### config.mk
export PLATFORM = sky130hd
export DESIGN_NAME = stepperAxes
export DESIGN_NICKNAME = d
export VERILOG_FILES = /design/src/logic/motorPkg.sv /design/src/logic/floatFormatPkg.sv /design/src/logic/stepperAxes.sv /design/src/logic/stepPulser.sv /design/src/logic/degToSteps.sv /design/src/logic/doubleDivider.sv
export SDC_FILE = /design/constraint.sdc
export NUM_CORES = 1
export LEC_CHECK = 0
export ABC_AREA = 1
export BUFFER_PORTS_ARGS = -buffer_cell sky130_fd_sc_hd__buf_2
export CORE_MARGIN = 2
export CORE_UTILIZATION = 50
export CTS_CLUSTER_DIAMETER = 120
export DETAILED_ROUTE_END_ITERATION = 10
export PLACE_DENSITY_LB_ADDON = 0.1
export SYNTH_ARGS = -nofsm -noshare
export SYNTH_HDL_FRONTEND = slang
export SYNTH_SLANG_ARGS = --single-unit
export TNS_END_PERCENT = 50
### constraint.sdc
create_clock -name clk -period 9.4 [get_ports clk]
set_input_delay 0.47 -clock clk [delete_from_list [all_inputs] [get_ports clk]]
set_output_delay 0.47 -clock clk [all_outputs]
set_load 0.01 [all_outputs]
### src/logic/motorPkg.sv
`default_nettype none

// Motor geometry and the timing of the step front end.
package motorPkg;

  ////////////////////////////////////////
  // Motor.
  ////////////////////////////////////////
  localparam logic [63:0] STEP_ANGLE = 64'h3FFC_CCCC_CCCC_CCCD;  // 1.8 degrees per step.

  ////////////////////////////////////////
  // Divider timing.
  ////////////////////////////////////////
  // Cycles from the start of a division to its result strobe.
  // It must leave room for 54 quotient bits and the normalize cycle.
  localparam int DIV_LATENCY = 58;
  localparam int DIV_COUNT_WIDTH = $clog2(DIV_LATENCY);  // Width of the divider cycle count.

  ////////////////////////////////////////
  // Pulse output.
  ////////////////////////////////////////
  localparam int STEP_PERIOD = 4;                          // Cycles from one pulse to the next.
  localparam int STEP_PERIOD_WIDTH = $clog2(STEP_PERIOD);  // Width of the period counter.
  localparam int STEP_COUNT_WIDTH = 16;                    // Largest move is 65535 steps.

endpackage

`default_nettype wire

### src/logic/floatFormatPkg.sv
`default_nettype none

// Layout of an IEEE-754 double precision word.
package floatFormatPkg;

  ////////////////////////////////////////
  // Field widths and bias.
  ////////////////////////////////////////
  localparam int EXP_WIDTH = 11;   // Biased exponent bits.
  localparam int MANT_WIDTH = 52;  // Stored fraction bits, hidden one not included.
  localparam logic [EXP_WIDTH-1:0] EXP_BIAS = EXP_WIDTH'(1023);  // Exponent of 1.0.

  // The three fields of a double, sign on top.
  typedef struct packed {
    logic                  sign;
    logic [EXP_WIDTH-1:0]  exponent;
    logic [MANT_WIDTH-1:0] mantissa;
  } doubleFields;

  // One 64-bit word seen either as plain bits or as its fields.
  typedef union packed {
    logic [63:0] raw;
    doubleFields field;
  } doubleWord;

endpackage

`default_nettype wire
### src/logic/stepperAxes.sv
`default_nettype none

// Two-axis stepper front end from angle change to step and direction lines.
module stepperAxes (
  input  logic        clk,
  input  logic        reset,
  input  logic        en,         // Starts a move of both axes.
  input  logic [63:0] dth1,       // Angle changes as doubles in degrees.
  input  logic [63:0] dth2,
  output logic        busy,       // Conversion in progress.
  output logic        dataReady,  // Step counts are loaded into the pulsers.
  output logic        step1,
  output logic        dir1,
  output logic        busy1,
  output logic        step2,
  output logic        dir2,
  output logic        busy2
);

  logic [63:0] stepsAxis1;
  logic [63:0] stepsAxis2;
  logic        dirAxis1;
  logic        dirAxis2;

  degToSteps converter (
    .clk       (clk),
    .reset     (reset),
    .en        (en),
    .dth1      (dth1),
    .dth2      (dth2),
    .dataReady (dataReady),
    .busy      (busy),
    .steps1    (stepsAxis1),
    .dir1      (dirAxis1),
    .steps2    (stepsAxis2),
    .dir2      (dirAxis2)
  );

  ////////////////////////////////////////
  // One pulse generator per axis.
  ////////////////////////////////////////
  stepPulser axis1Pulser (
    .clk       (clk),
    .reset     (reset),
    .load      (dataReady),
    .dirIn     (dirAxis1),
    .magnitude (stepsAxis1),
    .step      (step1),
    .dir       (dir1),
    .busy      (busy1)
  );

  stepPulser axis2Pulser (
    .clk       (clk),
    .reset     (reset),
    .load      (dataReady),
    .dirIn     (dirAxis2),
    .magnitude (stepsAxis2),
    .step      (step2),
    .dir       (dir2),
    .busy      (busy2)
  );

endmodule

`default_nettype wire

### src/logic/stepPulser.sv
`default_nettype none

// Rounds a step magnitude to a whole count and plays it out as step pulses.
module stepPulser import floatFormatPkg::*, motorPkg::*; (
  input  logic        clk,
  input  logic        reset,
  input  logic        load,       // Takes a new move, replacing any move in progress.
  input  logic        dirIn,
  input  logic [63:0] magnitude,  // Positive step count as a double.
  output logic        step,       // One cycle pulse per step.
  output logic        dir,
  output logic        busy
);

  doubleWord                     magWord;
  logic [EXP_WIDTH-1:0]          shiftR;     // Right shift that leaves twice the value.
  logic [MANT_WIDTH:0]           halfSteps;  // Value times two, truncated.
  logic [STEP_COUNT_WIDTH-1:0]   count;
  logic [STEP_COUNT_WIDTH-1:0]   remaining;  // Pulses still to send.
  logic [STEP_PERIOD_WIDTH-1:0]  periodCnt;

  ////////////////////////////////////////
  // Double to rounded integer.
  ////////////////////////////////////////
  // The significand holds the value scaled by 2^52. Shifting it right by
  // 1074 minus the exponent leaves the value with one fraction bit.
  always_comb begin
    magWord.raw = magnitude;
    halfSteps = '0;
    shiftR = EXP_BIAS + EXP_WIDTH'(MANT_WIDTH - 1) - magWord.field.exponent;
    if (magWord.field.exponent >= EXP_BIAS - 1'b1) begin  // Below 0.5 stays zero.
      halfSteps = {1'b1, magWord.field.mantissa} >> shiftR;
    end
    // Round half up by adding the fraction bit. Counts above 16 bits wrap.
    count = halfSteps[STEP_COUNT_WIDTH:1] + STEP_COUNT_WIDTH'(halfSteps[0]);
  end

  ////////////////////////////////////////
  // Pulse train.
  ////////////////////////////////////////
  always_ff @(posedge clk) begin
    if (reset) begin
      step <= 1'b0;
      dir <= 1'b0;
      busy <= 1'b0;
      remaining <= '0;
      periodCnt <= '0;
    end else begin
      step <= 1'b0;
      if (load) begin
        dir <= dirIn;            // Direction only moves here.
        remaining <= count;
        periodCnt <= '0;
        busy <= (count != '0);   // Nothing to do for a zero move.
      end else if (busy) begin
        if (remaining == '0) begin
          busy <= 1'b0;          // Falls right after the last pulse.
        end else if (periodCnt == STEP_PERIOD_WIDTH'(STEP_PERIOD - 1)) begin
          step <= 1'b1;
          periodCnt <= '0;
          remaining <= remaining - 1'b1;
        end else begin
          periodCnt <= periodCnt + 1'b1;
        end
      end
    end
  end

endmodule

`default_nettype wire

### src/logic/degToSteps.sv
`default_nettype none

// Turns two angle changes in degrees into step quotients of the 1.8 degree motor.
// Each quotient is split into a positive magnitude and a direction level.
module degToSteps import floatFormatPkg::*, motorPkg::*; (
  input  logic        clk,
  input  logic        reset,
  input  logic        en,         // Starts both divisions.
  input  logic [63:0] dth1,       // Angle change of axis 1, double in degrees.
  input  logic [63:0] dth2,       // Angle change of axis 2.
  output logic        dataReady,
  output logic        busy,
  output logic [63:0] steps1,     // Step magnitude of axis 1 as a double.
  output logic        dir1,       // High for a negative move.
  output logic [63:0] steps2,
  output logic        dir2
);

  logic [63:0] quot1;
  logic [63:0] quot2;
  logic        ready1;
  logic        ready2;
  doubleWord   q1Word;
  doubleWord   q2Word;
  doubleWord   mag1Word;
  doubleWord   mag2Word;

  ////////////////////////////////////////
  // Angle over step angle.
  ////////////////////////////////////////
  doubleDivider axis1Div (
    .clk       (clk),
    .reset     (reset),
    .enable    (en),
    .dataa     (dth1),
    .datab     (STEP_ANGLE),
    .dataReady (ready1),
    .busy      (busy),  // Both dividers start together, so one busy covers both.
    .result    (quot1)
  );

  doubleDivider axis2Div (
    .clk       (clk),
    .reset     (reset),
    .enable    (en),
    .dataa     (dth2),
    .datab     (STEP_ANGLE),
    .dataReady (ready2),
    .busy      (),
    .result    (quot2)
  );

  // The divider results are registered, so these hold until the next result.
  always_comb begin
    q1Word.raw = quot1;
    q2Word.raw = quot2;
    mag1Word = q1Word;
    mag2Word = q2Word;
    mag1Word.field.sign = 1'b0;  // Absolute value.
    mag2Word.field.sign = 1'b0;
    steps1 = mag1Word.raw;
    steps2 = mag2Word.raw;
    dir1 = q1Word.field.sign;
    dir2 = q2Word.field.sign;
  end

  assign dataReady = ready1 & ready2;  // Same latency, so both strobe in one cycle.

endmodule

`default_nettype wire

### src/logic/doubleDivider.sv
`default_nettype none

// Divides two IEEE doubles with a restoring loop, one quotient bit per cycle.
// The result appears a fixed DIV_LATENCY cycles after the start.
module doubleDivider import floatFormatPkg::*, motorPkg::*; (
  input  logic        clk,
  input  logic        reset,
  input  logic        enable,     // Start strobe, ignored while busy.
  input  logic [63:0] dataa,      // Dividend.
  input  logic [63:0] datab,      // Divisor.
  output logic        dataReady,  // One cycle high when result is new.
  output logic        busy,
  output logic [63:0] result
);

  doubleWord aWord;
  doubleWord bWord;
  doubleWord resWord;

  logic [MANT_WIDTH+1:0]      rem;       // Partial remainder, always below twice the divisor.
  logic [MANT_WIDTH:0]        divisor;   // Divisor mantissa with hidden one.
  logic [MANT_WIDTH+1:0]      quot;      // Integer bit on top, then 53 fraction bits.
  logic [EXP_WIDTH+1:0]       expQ;      // Biased exponent before normalization.
  logic                       signQ;
  logic                       zeroQ;     // Dividend was exact zero.
  logic [MANT_WIDTH-1:0]      normMant;
  logic [EXP_WIDTH-1:0]       normExp;
  logic [DIV_COUNT_WIDTH-1:0] cnt;       // Cycles since the start.

  assign aWord.raw = dataa;
  assign bWord.raw = datab;

  // Pack the normalized fields into the outgoing word.
  always_comb begin
    resWord.field.sign = signQ;
    resWord.field.exponent = normExp;
    resWord.field.mantissa = normMant;
  end

  ////////////////////////////////////////
  // Control and datapath.
  ////////////////////////////////////////
  always_ff @(posedge clk) begin
    dataReady <= 1'b0;  // Strobe lasts a single cycle.
    if (reset) begin
      busy <= 1'b0;
      cnt <= '0;
      result <= '0;
    end else if (!busy) begin
      if (enable) begin
        busy <= 1'b1;
        cnt <= '0;
        signQ <= aWord.field.sign ^ bWord.field.sign;
        zeroQ <= (aWord.field.exponent == '0);  // Denormals are out of range, so this is zero.
        // Exponent difference is rebiased once here.
        expQ <= {2'b00, aWord.field.exponent} - {2'b00, bWord.field.exponent}
                + {2'b00, EXP_BIAS};
        rem <= {1'b0, 1'b1, aWord.field.mantissa};
        divisor <= {1'b1, bWord.field.mantissa};
        quot <= '0;
      end
    end else begin
      cnt <= cnt + 1'b1;

      // One restoring step per cycle for the first 54 cycles.
      if (cnt < DIV_COUNT_WIDTH'(MANT_WIDTH + 2)) begin
        if (rem >= {1'b0, divisor}) begin
          rem <= (rem - {1'b0, divisor}) << 1;  // Subtract fits, keep it.
          quot <= {quot[MANT_WIDTH:0], 1'b1};
        end else begin
          rem <= rem << 1;                      // Restore by not subtracting.
          quot <= {quot[MANT_WIDTH:0], 1'b0};
        end
      end

      // The quotient of two mantissas lies between 0.5 and 2.
      // A clear integer bit means one left shift and one less in the exponent.
      if (cnt == DIV_COUNT_WIDTH'(MANT_WIDTH + 2)) begin
        if (quot[MANT_WIDTH+1]) begin
          normMant <= quot[MANT_WIDTH:1];  // Lowest bit is dropped.
          normExp <= expQ[EXP_WIDTH-1:0];
        end else begin
          normMant <= quot[MANT_WIDTH-1:0];
          normExp <= expQ[EXP_WIDTH-1:0] - 1'b1;
        end
      end

      // The remaining cycles are padding up to the fixed latency.
      if (cnt == DIV_COUNT_WIDTH'(DIV_LATENCY - 1)) begin
        busy <= 1'b0;
        dataReady <= 1'b1;
        result <= zeroQ ? '0 : resWord.raw;  // Held until the next division ends.
      end
    end
  end

endmodule

`default_nettype wire

* Yosys cells after proc, flatten, opt, wreduce, memory -nomap -nowiden *
Index checks and enable logic that the tools add are counted.

word-level totals
  memory bits (read-only) = 0
  bits in latches = 0
  logic and storage cells = 156
  bits in registers = 554
  bits of input ports = 131
  memories = 0
  RAM bits = 0

operators by class
  muxes and demuxes = 51
  reduce and logical (&&, ||, !) cells = 29
  add/subtract/negate cells = 18
  equal/unequal tests = 10
  divide/modulo/power cells = 0
  shift-type cells = 2
  bitwise gates (word level) = 8
  magnitude comparators = 6
  multiply operators = 0

operators with widths
  kind                                                                      number
  54-bit 2-to-1 mux                                                         13
  16-bit 2-to-1 mux                                                         8
  64-bit 2-to-1 mux                                                         2
  54-bit by 53-bit >= comparator with 1-bit output (second input constant)  2
  53-bit by 11-bit right shift with 17-bit output                           2
  53-bit subtractor (second input constant)                                 2
  52-bit 2-to-1 mux                                                         2
  17-bit 2-to-1 mux                                                         2
  16-bit by 1-bit adder with 16-bit output                                  2
  16-bit zero test                                                          2
  16-bit nonzero test                                                       2
  16-bit by 1-bit subtractor with 16-bit output (second input constant)     2
  6-bit == test (second input constant)                                     4
  3-bit AND reduction                                                       8
  11-bit adder (second input constant)                                      2
  11-bit by 10-bit >= comparator with 1-bit output (second input constant)  2
  11-bit zero test                                                          2
  11-bit 2-to-1 mux                                                         2
  11-bit by 1-bit subtractor with 11-bit output (second input constant)     2
  11-bit by 10-bit subtractor with 11-bit output (second input constant)    2
  11-bit subtractor (first input constant)                                  2
  6-bit 2-to-1 mux                                                          3
  1-bit 2-to-1 mux                                                          17
  6-bit by 1-bit adder with 6-bit output (second input constant)            2
  other kinds (12)                                                          35

* Depth between registers and ports, before layout *
Gate-level depths: netlist (run 1).

  depth after elaboration = 6
  mapped depth = 33

* Cells and area by module *
Synthesis (run 1) repeated with hierarchy kept, for this count alone.

second synthesis, totals
  cell total of the unflattened synthesis = 6,819
  area total of the unflattened synthesis = 46,444.5 um2

by module, submodules not included
  module                               sequential area each (um2)  cells an instance  times used  area each (um2)
  doubleDivider at converter.axis2Div  8,528.2                     2,361              1           17,941.0
  doubleDivider at converter.axis1Div  8,528.2                     2,370              1           17,922.2
  stepPulser at axis2Pulser            420.4                       1,054              1           5,318.9
  stepPulser at axis1Pulser            420.4                       1,028              1           5,232.5
  degToSteps                           0.0                         6                  1           30.0

* Worst setup path after synthesis (run 1) *
No wires, ideal clock.

  path type = in2reg
  start point = input port reset
  end point = register converter.axis1Div.quot[0] (enable)
  setup slack = -0.134 ns
  cell stages on the path = 3
  setup time = 0.735 ns
  arrival = 8.799 ns
  path buffers = 2
  cell sequence = clkbuf_1 > clkbuf_1 > a211oi_1

on the way
  word-level cells in the longest chain between the ends = 2

RTL lines
  what                                  line                 RTL
  start: declaration                    stepperAxes.sv:6     input logic reset,
  1-bit NOT (no source line)            -
  3-bit AND reduction (no source line)  -
  end signal: assignment                doubleDivider.sv:69  quot <= {quot[MANT_WIDTH:0], 1'b1};
  end signal: assignment                doubleDivider.sv:72  quot <= {quot[MANT_WIDTH:0], 1'b0};
  end: declaration                      doubleDivider.sv:22  logic [MANT_WIDTH+1:0] quot;

Every way passes these cells.
A chain may end at the register's enable or synchronous reset.

* Worst setup path after layout (run 1) *
  start point = register converter.axis1Div.result[52]
  end point = register axis1Pulser.busy

on the way
  word-level cells in the longest chain between the ends = 6

RTL lines
  what                                             line                 RTL
  start: declaration                               doubleDivider.sv:13  output logic [63:0] result
  start signal: assignment                         doubleDivider.sv:92  result <= zeroQ ? '0 : resWord.raw;
  11-bit subtractor                                stepPulser.sv:30     shiftR = EXP_BIAS + EXP_WIDTH'(MANT_WIDTH - 1) - magWord.field.exponent;
  53-bit by 11-bit right shift with 17-bit output  stepPulser.sv:32     halfSteps = {1'b1, magWord.field.mantissa} >> shiftR;
  17-bit 2-to-1 mux *                              stepPulser.sv:31     if (magWord.field.exponent >= EXP_BIAS - 1'b1) begin
  16-bit by 1-bit adder with 16-bit output *       stepPulser.sv:35     count = halfSteps[STEP_COUNT_WIDTH:1] + STEP_COUNT_WIDTH'(halfSteps[0]);
  16-bit nonzero test *                            stepPulser.sv:54     busy <= (count != '0);
  1-bit 2-to-1 mux *                               stepPulser.sv:50     if (load) begin
  end signal: assignment                           stepPulser.sv:54
  end: declaration                                 stepPulser.sv:12     output logic busy

Mark *: on every way between the ends. The rest lies on a longest branch, timed or not.

==> flow_summary.yaml, run 1 <==
power:
  power.ir.vdd_worst_uv: 182
  totalPowerFinal_w: 0.00557
  cellPowerDensity_nw_per_um2: 150
  leakagePower_nw: 16.2
clock_tree:
  ctsLongestPathBuffers: 3
  cts.sink_count: 554
  cts.reportedPaths.clkPinSlew_ns: 0.06
  h-tree-depth: 2
  clock_latency_ns: 0.65
  post_cts_buffers: 0
  cts_inserted_buffers: 61
  tritoncts: "yes"
  cts-resized-gates: 0
  clock_tree.root_cell: "sky130_fd_sc_hd__clkbuf_16"
route:
  route.detailed.drc: 0
  wl_per_cell_um: 16.1
  overall_via_count_from_detail_route: 31280
  via_density_per_instance: 5.53
  drt_iter0_drc: 3097
  drtPass1Iterations: 6
  drtAntennaViolNets: 0
  detail_route.wirelength_um: 90900
critical_path:
  critPathCaptureType: "flop"
  critical_path_rt_ns: 9.89
  worst_path_cell_with_the_longest_stage_delay: "sky130_fd_sc_hd__clkinv_1"
  rr_worst_depth: 23
  path_cells: "buf_4 > ha_1 > nand2_1 > nand2_1 > buf_4 > clkinv_1 > buf_4 > nor2_1 > nand2_1 > a221oi_1 > o211ai_1 > inv_1 > ha_1 > ha_1 > nand3_1 > nor3_1 > nand2_1 > nand2_1 > nand2_1 > nor3_1 > nand3_1 > nand2_1 > nand2_1"
  crit_start: "converter.axis1Div.result[52]"
  cp.arrival_ns: 6.23
  reg2reg_setup_slack_ns: 3.66
  worst_r2r_endpoint: "axis1Pulser.busy"
  critical_path.max_stage_delay_ns: 0.83
  worstReg2RegStart: "converter.axis1Div.result[52]"
  timing.critical_path.max_delay_family: "buffers and inverters"
  maximum_fanout_along_the_worst_path: 58
  worst-setup-path-type: "flop to flop"
  path_buf_inv: 5
  critical-path-top-cell-by-count: "sky130_fd_sc_hd__nand2_1"
  worst_setup_path_start_kind: "flop"
yosys:
  synthesis.instances: 4731
  async_reset_ff_frac: 0
  synth.area.mux_share: 0
  adder_and_majority_cell_fraction_of_the_synthesized_area: 0.00890
  mappedNetlistNets: 4886
  synth-compound-area-share: 0.0824
  yosys.cell_types.count: 57
  synth_flop_cell: "sky130_fd_sc_hd__edfxtp_1"
  synth_area_per_cell_um2: 7.13
  synth_seq_cells: 554
  synth_xor_xnor_area_share: 0.0249
  main_combinational_cell_family_by_area_after_synthesis: "simple AND/OR/NAND/NOR gates"
  yosysSeqAreaShare: 0.438
  syn-cell-area_um2: 33700
  yosys_warnings: 0
  synth_simple_gate_area_frac: 0.368
  synth_enable_flop_cells: 368
placement:
  dp.final_hpwl_um: 62900
  place_worst_setup_slack_ns: 3.95
  port-buffer-count: 138
  place.gp.congestion: 0.983
cells_and_area:
  flow.area_growth_from_synthesis_pct: 9.82
  final_layout_size_suffix_gt1_frac: 0.0696
  most_common_cell_after_layout_fill_and_taps_aside: "sky130_fd_sc_hd__nand2_1"
  fin_nets: 4885
  most_frequent_cells_in_the_layout: "sky130_fd_sc_hd__nand2_1, sky130_fd_sc_hd__nand3_1, sky130_fd_sc_hd__inv_1"
floorplanning:
  rows: 95
  number_of_top_level_pins: 139
  die_area_um2: 69600
  die_h_um: 264
  floorplan.initialDensity: 0.504
  placeableCoreArea_um2: 66900
  die_width_um: 264
timing:
  final-max-slew-violation-count: 0
  final_min_period_over_clock_period: 0.610
  postLayoutSetupSlackWorst_ns: 3.66
  timing.max_slew.rel_slack: 0.306
  timing.final.hold_violations: 0
  period_needed_ns: 5.74
  worstMarginPinSlew_ns: 1.04
  setup-violations-final: 0
  unrepaired_setup_endpoints_after_global_routing: "false"
  fmax_ghz: 0.174
  total_neg_setup_slack_ns: 0
  skew_ns: 0.0614
grt:
  grt_pass1_vias: 28712
  grt_overflow_total: 0
  grt_use_total: 0.258
  number_of_antenna_violations_at_the_first_check_in_global_routing: 2
  grt_start_max_net_pins: 92
  wire_length_of_the_first_global_routing_pass_um: 150000
run_status:
  outcome: "finished, final reports clean"
worst_hold_path:
  hold_path_class: "input port to flop"
  hold-path-endpoint: "converter.axis2Div.expQ[3]"
  min_path_cells: 1
  worst_hold_startpoint: "dth2[55]"
flow_run:
  cap_viol_max_count: 0
area by class of cell:
type                            instances  area, um^2
Clock inverter                         19         209
Sequential cell                       554       14800
Timing Repair Buffer                  194        1130
Antenna cell                            2        5.00
Inverter                              431        1620
Tap cell                              873        1090
Clock buffer                           96        1820
Fill cell                            6616       29900
Multi-Input combinational cell       3488       16400
state kept, by name, summed over array words and instances (netlist names), 2 cells and up:
signal and cells:
axis1Pulser.remaining 16, converter.axis2Div.normExp 11, converter.axis1Div.normExp 11, converter.axis1Div.rem 54, converter.axis2Div.rem 54, converter.axis2Div.normMant 52, axis2Pulser.remaining 16, axis1Pulser.periodCnt 2
converter.axis2Div.cnt 6, axis2Pulser.periodCnt 2, converter.axis1Div.cnt 6, converter.axis1Div.result 64, converter.axis2Div.quot 54, converter.axis2Div.expQ 11, converter.axis1Div.quot 54, converter.axis1Div.expQ 11
converter.axis1Div.normMant 52, converter.axis2Div.result 64
where the power goes:
part	internal, W	switching [W]
sequential	0.00269	0.0000700
clock	0.00137	0.00100
combinational	0.000144	0.000294
total	0.00420	0.00136
synth_stat cells, types with 7 or more instances:
cell,instances,area (um^2)
sky130_fd_sc_hd__a211oi_1,10,75.1
sky130_fd_sc_hd__a21oi_1,177,886
sky130_fd_sc_hd__a221oi_1,7,61.3
sky130_fd_sc_hd__a31oi_1,60,375
sky130_fd_sc_hd__buf_1,44,165
sky130_fd_sc_hd__buf_2,20,100
sky130_fd_sc_hd__buf_4,7,52.6
sky130_fd_sc_hd__clkbuf_1,187,702
sky130_fd_sc_hd__clkinv_1,8,30.0
sky130_fd_sc_hd__dfxtp_1,186,3720
sky130_fd_sc_hd__edfxtp_1,368,11100
sky130_fd_sc_hd__ha_1,24,300
sky130_fd_sc_hd__inv_1,411,1540
sky130_fd_sc_hd__inv_2,12,45.0
sky130_fd_sc_hd__nand2_1,1531,5750
sky130_fd_sc_hd__nand3_1,872,4360
sky130_fd_sc_hd__nand3b_1,7,52.6
sky130_fd_sc_hd__nand4_1,96,601
sky130_fd_sc_hd__nor2_1,279,1050
sky130_fd_sc_hd__nor2_2,9,56.3
sky130_fd_sc_hd__nor3_1,46,230
sky130_fd_sc_hd__nor4_1,23,144
sky130_fd_sc_hd__o211ai_1,19,143
sky130_fd_sc_hd__o21ai_0,151,756
sky130_fd_sc_hd__o31ai_1,14,105
sky130_fd_sc_hd__or2_2,9,56.3
sky130_fd_sc_hd__xnor2_1,25,219
sky130_fd_sc_hd__xor2_1,71,622
metal layers:
metal  global-route usage  share of wire  vias to the layer above
met1                0.386           0.48                    14379
met4               0.0660          0.023                        2
met3               0.0315          0.059                      142
met5                    0        0.00014                        -
li1                     -              -                    15858
met2                0.396           0.44                      899
logic make-up after synthesis:
| kind of cell | after synthesis |
|---|---|
| AOI/OAI and AO/OA | 482 |
| xor gates and xnor gates | 96 |
| adders and majority gates | 24 |
| buffers and inverters | 689 |
| DFF | 554 |
| and+or+nand+nor | 2886 |
worst reg2reg max path, cell delays in order (launching register included):
cell	delay, ns
sky130_fd_sc_hd__dfxtp_2	0.31
sky130_fd_sc_hd__buf_4	0.49
sky130_fd_sc_hd__ha_1	0.29
sky130_fd_sc_hd__nand2_1	0.06
sky130_fd_sc_hd__nand2_1	0.07
sky130_fd_sc_hd__buf_4	0.46
sky130_fd_sc_hd__clkinv_1	0.87
sky130_fd_sc_hd__buf_4	0.51
sky130_fd_sc_hd__nor2_1	0.18
sky130_fd_sc_hd__nand2_1	0.07
sky130_fd_sc_hd__a221oi_1	0.43
sky130_fd_sc_hd__o211ai_1	0.13
sky130_fd_sc_hd__inv_1	0.09
sky130_fd_sc_hd__ha_1	0.22
sky130_fd_sc_hd__ha_1	0.23
sky130_fd_sc_hd__nand3_1	0.09
sky130_fd_sc_hd__nor3_1	0.37
sky130_fd_sc_hd__nand2_1	0.09
sky130_fd_sc_hd__nand2_1	0.10
sky130_fd_sc_hd__nand2_1	0.06
sky130_fd_sc_hd__nor3_1	0.24
sky130_fd_sc_hd__nand3_1	0.12
sky130_fd_sc_hd__nand2_1	0.07
sky130_fd_sc_hd__nand2_1	0.05
through the flow:
step | instance area [um^2] | hold slack (ns) | utilization | std cells
after floorplan | 33700 | 0.439 | - | 4731
after global placement | 34900 | 0.444 | 0.522 | 5532
after detailed placement | 34900 | 0.453 | 0.522 | 5532
after CTS | 37000 | 0.00161 | 0.553 | 5655
after global routing | 37000 | 0.00782 | 0.553 | 5655
final | 37000 | 0.0460 | 0.554 | 5657
how the worst max path moves through the flow:
stage,to,slack [ns],cells past startpoint
6_report,axis1Pulser.busy,3.66,23
5_1_grt,axis1Pulser.busy,3.19,23
4_1_cts,axis1Pulser.busy,3.86,23
3_5_place_dp,axis1Pulser.busy,3.95,23
3_3_place_gp,axis1Pulser.busy,3.89,23
2_1_floorplan,converter.axis2Div.quot[0],0.30,4
what timing repair did:
action	in CTS	in global routing
endpoints found under the setup margin	0	0
hold endpoints to repair	8	0
hold buffers	8	0
(Power assumes the default switching activity.)
==> inputs of run 2 (changes only) <==
Settings changed: ABC_AREA 1 to 0.
Clock period 9.4 ns to 4.7 ns, I/O delays scaled along.
==> flow_summary.yaml, run 2 <==
run_status:
  outcome: "finished, final reports clean"
critical_path:
  critical_path.max_stage_delay_ns: 0.49
  cp.arrival_ns: 5.15
  path_cells: "inv_2 > ha_4 > buf_4 > mux2i_1 > mux2_2 > o21ai_0 > nand2_1 > o311ai_0 > a21oi_1 > a211oi_2 > ha_2 > o21ai_0 > or3_1 > a2111o_1 > or4_4 > or3_1 > a211oi_2 > a311oi_1"
  maximum_fanout_along_the_worst_path: 8
  path_buf_inv: 2
  worst_path_cell_with_the_longest_stage_delay: "sky130_fd_sc_hd__or4_4"
  critical_path_rt_ns: 5.19
  worst_setup_path_start_kind: "flop"
  worst-setup-path-type: "flop to flop"
  critPathCaptureType: "flop"
  timing.critical_path.max_delay_family: "compound AO/OA/AOI/OAI gates"
timing:
  timing.final.hold_violations: 0
  skew_ns: 0.0329
  setup-violations-final: 0
  final-max-slew-violation-count: 0
  fmax_ghz: 0.215
  timing.max_slew.rel_slack: 0.231
  fin_worst_hold_slack_ns: 0.149
  worstMarginPinSlew_ns: 1.15
  period_needed_ns: 4.66
  final_min_period_over_clock_period: 0.991
placement:
  place.gp.congestion: 0.977
  dp.final_hpwl_um: 66100
  port-buffer-count: 138
  dpl_cell_area_um2: 35000
clock_tree:
  cts.sink_count: 554
  tritoncts: "yes"
  cts.reportedPaths.clkPinSlew_ns: 0.07
  h-tree-depth: 2
  clock_latency_ns: 0.66
  clock_tree.root_cell: "sky130_fd_sc_hd__clkbuf_16"
  cts_inserted_buffers: 59
  ctsLongestPathBuffers: 3
cells_and_area:
  nFillCells: 5329
  antenna_cells: 0
  flow.area_growth_from_synthesis_pct: 18.9
  final_layout_size_suffix_gt1_frac: 0.212
  finish.instance_area_um2: 38500
  fin_nets: 3559
  most_common_cell_after_layout_fill_and_taps_aside: "sky130_fd_sc_hd__edfxtp_1"
  largest_registers: "converter.axis1Div.result (64), converter.axis2Div.result (64)"
  most_frequent_cells_in_the_layout: "sky130_fd_sc_hd__edfxtp_1, sky130_fd_sc_hd__nor2_1, sky130_fd_sc_hd__buf_4"
floorplanning:
  die_width_um: 259
  floorplan.initialDensity: 0.504
  die_h_um: 259
  rows: 93
  die_area_um2: 66800
  placeableCoreArea_um2: 64200
  number_of_top_level_pins: 139
power:
  switching_portion_of_total_power: 0.235
  leakagePower_nw: 14.3
  internal_power_consumption_w: 0.00853
  power.clock.fraction: 0.427
  power.ir.vdd_worst_uv: 327
  cellPowerDensity_nw_per_um2: 289
  share_seq_of_total_power: 0.496
  comb_power_share: 0.077
  p_switching_w: 0.00262
yosys:
  synth_top_area_cell: "sky130_fd_sc_hd__edfxtp_1"
  syn-cell-area_um2: 32400
  yosys_warnings: 0
  mappedNetlistNets: 3227
  yosysSeqAreaShare: 0.456
  synth_area_per_cell_um2: 10.5
  post-synth-top-area-fraction: 0.341
  synth_flop_cell: "sky130_fd_sc_hd__edfxtp_1"
  synth_enable_flop_cells: 368
  synthesis.instances: 3072
  async_reset_ff_frac: 0
  yosys.cell_types.count: 92
  yosys-top-cells-area: "sky130_fd_sc_hd__edfxtp_1, sky130_fd_sc_hd__dfxtp_1, sky130_fd_sc_hd__mux2_2"
  synth_seq_cells: 554
  synth.top_cells.by_count: "sky130_fd_sc_hd__edfxtp_1, sky130_fd_sc_hd__nor2_1, sky130_fd_sc_hd__nand2_1"
  yosysMostFrequentCell: "sky130_fd_sc_hd__edfxtp_1"
route:
  detail_route.wirelength_um: 93300
  via_density_per_instance: 6.06
  drtAntennaViolNets: 0
  drt_iter0_drc: 2472
  drtPass1Iterations: 5
  wl_per_cell_um: 21.6
  overall_via_count_from_detail_route: 26106
  route.detailed.drc: 0
worst_hold_path:
  hold_path_class: "input port to flop"
grt:
  grt_pass1_vias: 25393
  grt_overflow_total: 0
  grt_use_total: 0.274
  number_of_antenna_violations_at_the_first_check_in_global_routing: 3
  wire_length_of_the_first_global_routing_pass_um: 146000
  grt_start_max_net_pins: 109
flow_run:
  cap_viol_max_count: 0
-- run 2: cell types whose count changed after synthesis, sizes merged, moves of 47 or more --
cell	change
nand4	-70
mux2	+153
inv	-387
mux2i	+143
mux4	+68
or3	+52
clkbuf	-47
nand3	-818
a211oi	+47
a22o	+126
and2	+123
nand2	-1338
xnor2	+47
-- run 2: routing by layer --
metal  part of all wire  global-route usage  wire (um)  vias to the layer above
li1                   -                   -          -                    12401
met1               0.47               0.402      44100                    12809
met2               0.45               0.424      41800                      757
met3              0.055              0.0391       5150                      133
met4              0.023              0.0734       2170                        6
met5            0.00042                   0         39                        -
-- run 2: area by class of cell --
cell class / instances / area [um^2] / area share
Clock buffer: 95 / 1830 / 0.0475
Multi-Input combinational cell: 2266 / 16700 / 0.435
Clock inverter: 17 / 174 / 0.00452
Timing Repair Buffer: 486 / 3750 / 0.0974
Inverter: 37 / 139 / 0.00361
Tap cell: 855 / 1070 / 0.0278
Sequential cell: 554 / 14800 / 0.384
-- run 2: cell families (layout without fill, tap and decap cells) --
family,after synthesis,after routing,synth area share
flip-flops,554,554,0.456
adder cells (fa/ha/maj),24,24,0.00927
multiplexers,364,364,0.145
XOR/XNOR,158,158,0.0444
buffers and inverters,252,635,0.0335
AO/OA/AOI/OAI,754,754,0.162
AND/OR/NAND/NOR,966,966,0.150
-- run 2: repair_timing --
item / CTS / global route
pin swaps: 3 / 9
setup endpoints to repair: 1 / 9
hold buffers: 129 / 0
gates resized for setup: 6 / 19
setup buffers: 5 / 8
hold endpoints to repair: 132 / 0
-- run 2: worst paths after layout --
path	to	slack (ns)	from	cells after the start
max	axis1Pulser.busy	0.04	converter.axis1Div.result[52]	18
max reg2reg	axis1Pulser.busy	0.04	converter.axis1Div.result[52]	18
min	converter.axis2Div.cnt[1]	0.15	reset	2
min reg2reg	converter.axis1Div.result[50]	0.44	converter.axis1Div.normMant[50]	1
-- run 2: worst register-to-register path: cells and delay by family (launching register included) --
kind            cells  cell delay, ns
mux                 2            0.41
fa+ha+maj           2            0.57
flops               1            0.39
compound gates      8            1.64
simple gates        4            1.31
buf+inv             2            0.21
-- run 2: through the flow --
step | TNS [ns] | total power [W] | instances | worst slack, ns | utilization
2_1_floorplan | -336.48 | 0.00615 | 3072 | -2.60 | -
3_3_place_gp | -0.0862 | 0.00637 | 4055 | -0.0862 | 0.544
3_5_place_dp | -0.103 | 0.00640 | 4055 | -0.103 | 0.544
4_1_cts | 0 | 0.0112 | 4301 | 0.0137 | 0.597
5_1_grt | -0.0780 | 0.0115 | 4310 | -0.0780 | 0.599
6_report | 0 | 0.0111 | 4310 | 0.0402 | 0.599
-- run 2: power by group through the flow --
stage / Clock (W) / Combinational, W / Sequential (W)
after floorplan: 0 / 0.000580 / 0.00557
after global placement: 0 / 0.000746 / 0.00562
after detailed placement: 0 / 0.000764 / 0.00563
after CTS: 0.00483 / 0.000855 / 0.00553
after global routing: 0.00501 / 0.000953 / 0.00555
final: 0.00475 / 0.000860 / 0.00553
==> inputs of run 3 (changes only) <==
Settings changed: CTS_BUF_LIST from default to sky130_fd_sc_hd__clkbuf_2.
==> flow_summary.yaml, run 3 (synthesis results as in run 2) <==
critical_path:
  path_cells: "inv_2 > ha_4 > buf_6 > mux2i_1 > mux2i_1 > mux2i_1 > mux2_2 > o22ai_1 > a21oi_1 > nor2_1 > ha_2 > o21ai_0 > or3_1 > a2111o_1 > or4_4 > or3_4 > a211oi_2 > a311oi_1"
  timing.critical_path.max_delay_family: "simple AND/OR/NAND/NOR gates"
  critical-path-top-cell-by-count: "sky130_fd_sc_hd__mux2i_1"
  worst-setup-path-type: "flop to flop"
  critPathCaptureType: "flop"
  worst_setup_path_start_kind: "flop"
  critical_path.max_stage_delay_ns: 0.50
  cp.arrival_ns: 5.72
  critical_path_rt_ns: 5.82
  rr_worst_depth: 18
  maximum_fanout_along_the_worst_path: 8
  worst_path_cell_with_the_longest_stage_delay: "sky130_fd_sc_hd__or4_4"
  path_buf_inv: 2
  critical_path_cell_count: 18
cells_and_area:
  most_frequent_cells_in_the_layout: "sky130_fd_sc_hd__edfxtp_1, sky130_fd_sc_hd__nor2_1, sky130_fd_sc_hd__dlygate4sd3_1"
  fin_nets: 3771
  flow.area_growth_from_synthesis_pct: 20.8
  largest_registers: "converter.axis1Div.result (64), converter.axis2Div.result (64)"
  most_common_cell_after_layout_fill_and_taps_aside: "sky130_fd_sc_hd__edfxtp_1"
  regArea_um2: 14800
  post-route-util: 0.609
  multi_input_comb_area_um2: 16700
  final_layout_size_suffix_gt1_frac: 0.231
  nFillCells: 5317
route:
  overall_via_count_from_detail_route: 27682
  via_density_per_instance: 6.02
  drt_iter0_drc: 2481
  route.detailed.drc: 0
  drtPass1Iterations: 6
  wl_per_cell_um: 21.3
  detail_route.wirelength_um: 97700
  drtAntennaViolNets: 0
grt:
  grt_overflow_total: 0
  grt_util_met2: 0.450
  grt_busiest_layer: "met2"
  grt_use_total: 0.290
  wire_length_of_the_first_global_routing_pass_um: 154000
  grt_pass1_vias: 27379
  grt_start_max_net_pins: 109
  gr-usage-met3: 0.0513
  grt_util_met1: 0.410
  number_of_antenna_violations_at_the_first_check_in_global_routing: 6
placement:
  dp.final_hpwl_um: 66100
  port-buffer-count: 138
  place.gp.congestion: 0.977
timing:
  final-max-slew-violation-count: 0
  timing.final.hold_violations: 0
  period_needed_ns: 4.60
  total_neg_setup_slack_ns: 0
  fmax_ghz: 0.217
  fin_worst_hold_slack_ns: 0.244
  worstMarginPinSlew_ns: 1.17
  skew_ns: 0.121
  setup-violations-final: 0
  timing.max_slew.rel_slack: 0.215
  final_min_period_over_clock_period: 0.979
clock_tree:
  clock_tree.root_cell: "sky130_fd_sc_hd__clkbuf_2"
  ctsLongestPathBuffers: 3
  cts.sink_count: 554
  cts_inserted_buffers: 145
  tritoncts: "yes"
  clock_latency_ns: 1.32
  h-tree-depth: 4
  cts.reportedPaths.clkPinSlew_ns: 0.10
flow_run:
  cap_viol_max_count: 0
floorplanning:
  die_width_um: 259
  rows: 93
  placeableCoreArea_um2: 64200
  number_of_top_level_pins: 139
  die_area_um2: 66800
  die_h_um: 259
  floorplan.initialDensity: 0.504
power:
  leakagePower_nw: 14.9
  power.ir.vdd_worst_uv: 220
  cellPowerDensity_nw_per_um2: 254
run_status:
  outcome: "finished, final reports clean"
worst_hold_path:
  min_path_cells: 3
  hold_path_class: "input port to flop"
run 3: cell types whose count changed in the layout (fill, tap and decap cells not counted), moves of 9 or more:
cell                            previous run  this run
sky130_fd_sc_hd__clkinv_1                  1        39
sky130_fd_sc_hd__clkbuf_2                  0       212
sky130_fd_sc_hd__clkbuf_1                 21         0
sky130_fd_sc_hd__clkbuf_16                65         0
sky130_fd_sc_hd__clkbuf_8                  9         0
sky130_fd_sc_hd__dlygate4sd3_1           129       263
run 3: what timing repair did:
| action | in CTS | in global routing |
|---|---|---|
| hold endpoints to repair | 354 | 0 |
| gates cloned | 0 | 0 |
| endpoints found under the setup margin | 1 | 7 |
| hold buffers | 263 | 0 |
| pin swaps | 1 | 7 |
| gates resized for setup | 3 | 17 |
| buffers inserted | 3 | 3 |
run 3: area by class of cell:
cell class | instances | share of cell area
well taps | 855 | 0.0273
clock inverters | 57 | 0.00796
inverters | 37 | 0.00355
multi-input cells | 2266 | 0.428
clock buffers | 212 | 0.0271
diodes | 3 | 0.000192
flip-flops and latches | 554 | 0.378
repair buffers | 612 | 0.128
run 3: routing by layer:
metal | vias up | wire (um)
li1 | 12932 | -
met2 | 1011 | 44300
met4 | 10 | 2540
met1 | 13540 | 44800
met3 | 189 | 6030
met5 | - | 65
run 3: through the flow:
step	instances	instance area [um^2]	setup WS, ns	power, W
6_report	4596	39100	0.0979	0.00993
5_1_grt	4594	39100	-0.0795	0.0104
4_1_cts	4590	39000	0.0262	0.0100
3_5_place_dp	4055	35000	-0.103	0.00640
3_3_place_gp	4055	35000	-0.0862	0.00637
2_1_floorplan	3072	32400	-2.60	0.00615
run 3: worst reg2reg max path: stages (launching register included):
cell,delay (ns)
sky130_fd_sc_hd__dfxtp_4,0.39
sky130_fd_sc_hd__inv_2,0.06
sky130_fd_sc_hd__ha_4,0.39
sky130_fd_sc_hd__buf_6,0.19
sky130_fd_sc_hd__mux2i_1,0.11
sky130_fd_sc_hd__mux2i_1,0.21
sky130_fd_sc_hd__mux2i_1,0.19
sky130_fd_sc_hd__mux2_2,0.31
sky130_fd_sc_hd__o22ai_1,0.22
sky130_fd_sc_hd__a21oi_1,0.10
sky130_fd_sc_hd__nor2_1,0.14
sky130_fd_sc_hd__ha_2,0.25
sky130_fd_sc_hd__o21ai_0,0.09
sky130_fd_sc_hd__or3_1,0.31
sky130_fd_sc_hd__a2111o_1,0.38
sky130_fd_sc_hd__or4_4,0.50
sky130_fd_sc_hd__or3_4,0.38
sky130_fd_sc_hd__a211oi_2,0.20
sky130_fd_sc_hd__a311oi_1,0.11
run 3: path summary, 6_finish.rpt:
check / slack, ns / to / startpoint
worst max-delay path: 0.1 / axis1Pulser.busy / converter.axis1Div.result[52]
worst max register to register: 0.1 / axis1Pulser.busy / converter.axis1Div.result[52]
worst min register to register: 0.38 / converter.axis2Div.result[23] / converter.axis2Div.normMant[23]
worst min-delay path: 0.24 / converter.axis1Div.signQ / dth1[63]
run 3: power breakdown:
group / switching [W] / internal (W) / total [W] / leakage, nW
Clock: 0.00212 / 0.00131 / 0.00343 / 1.02
Sequential: 0.000148 / 0.00538 / 0.00553 / 4.96
Combinational: 0.000495 / 0.000475 / 0.000970 / 8.90
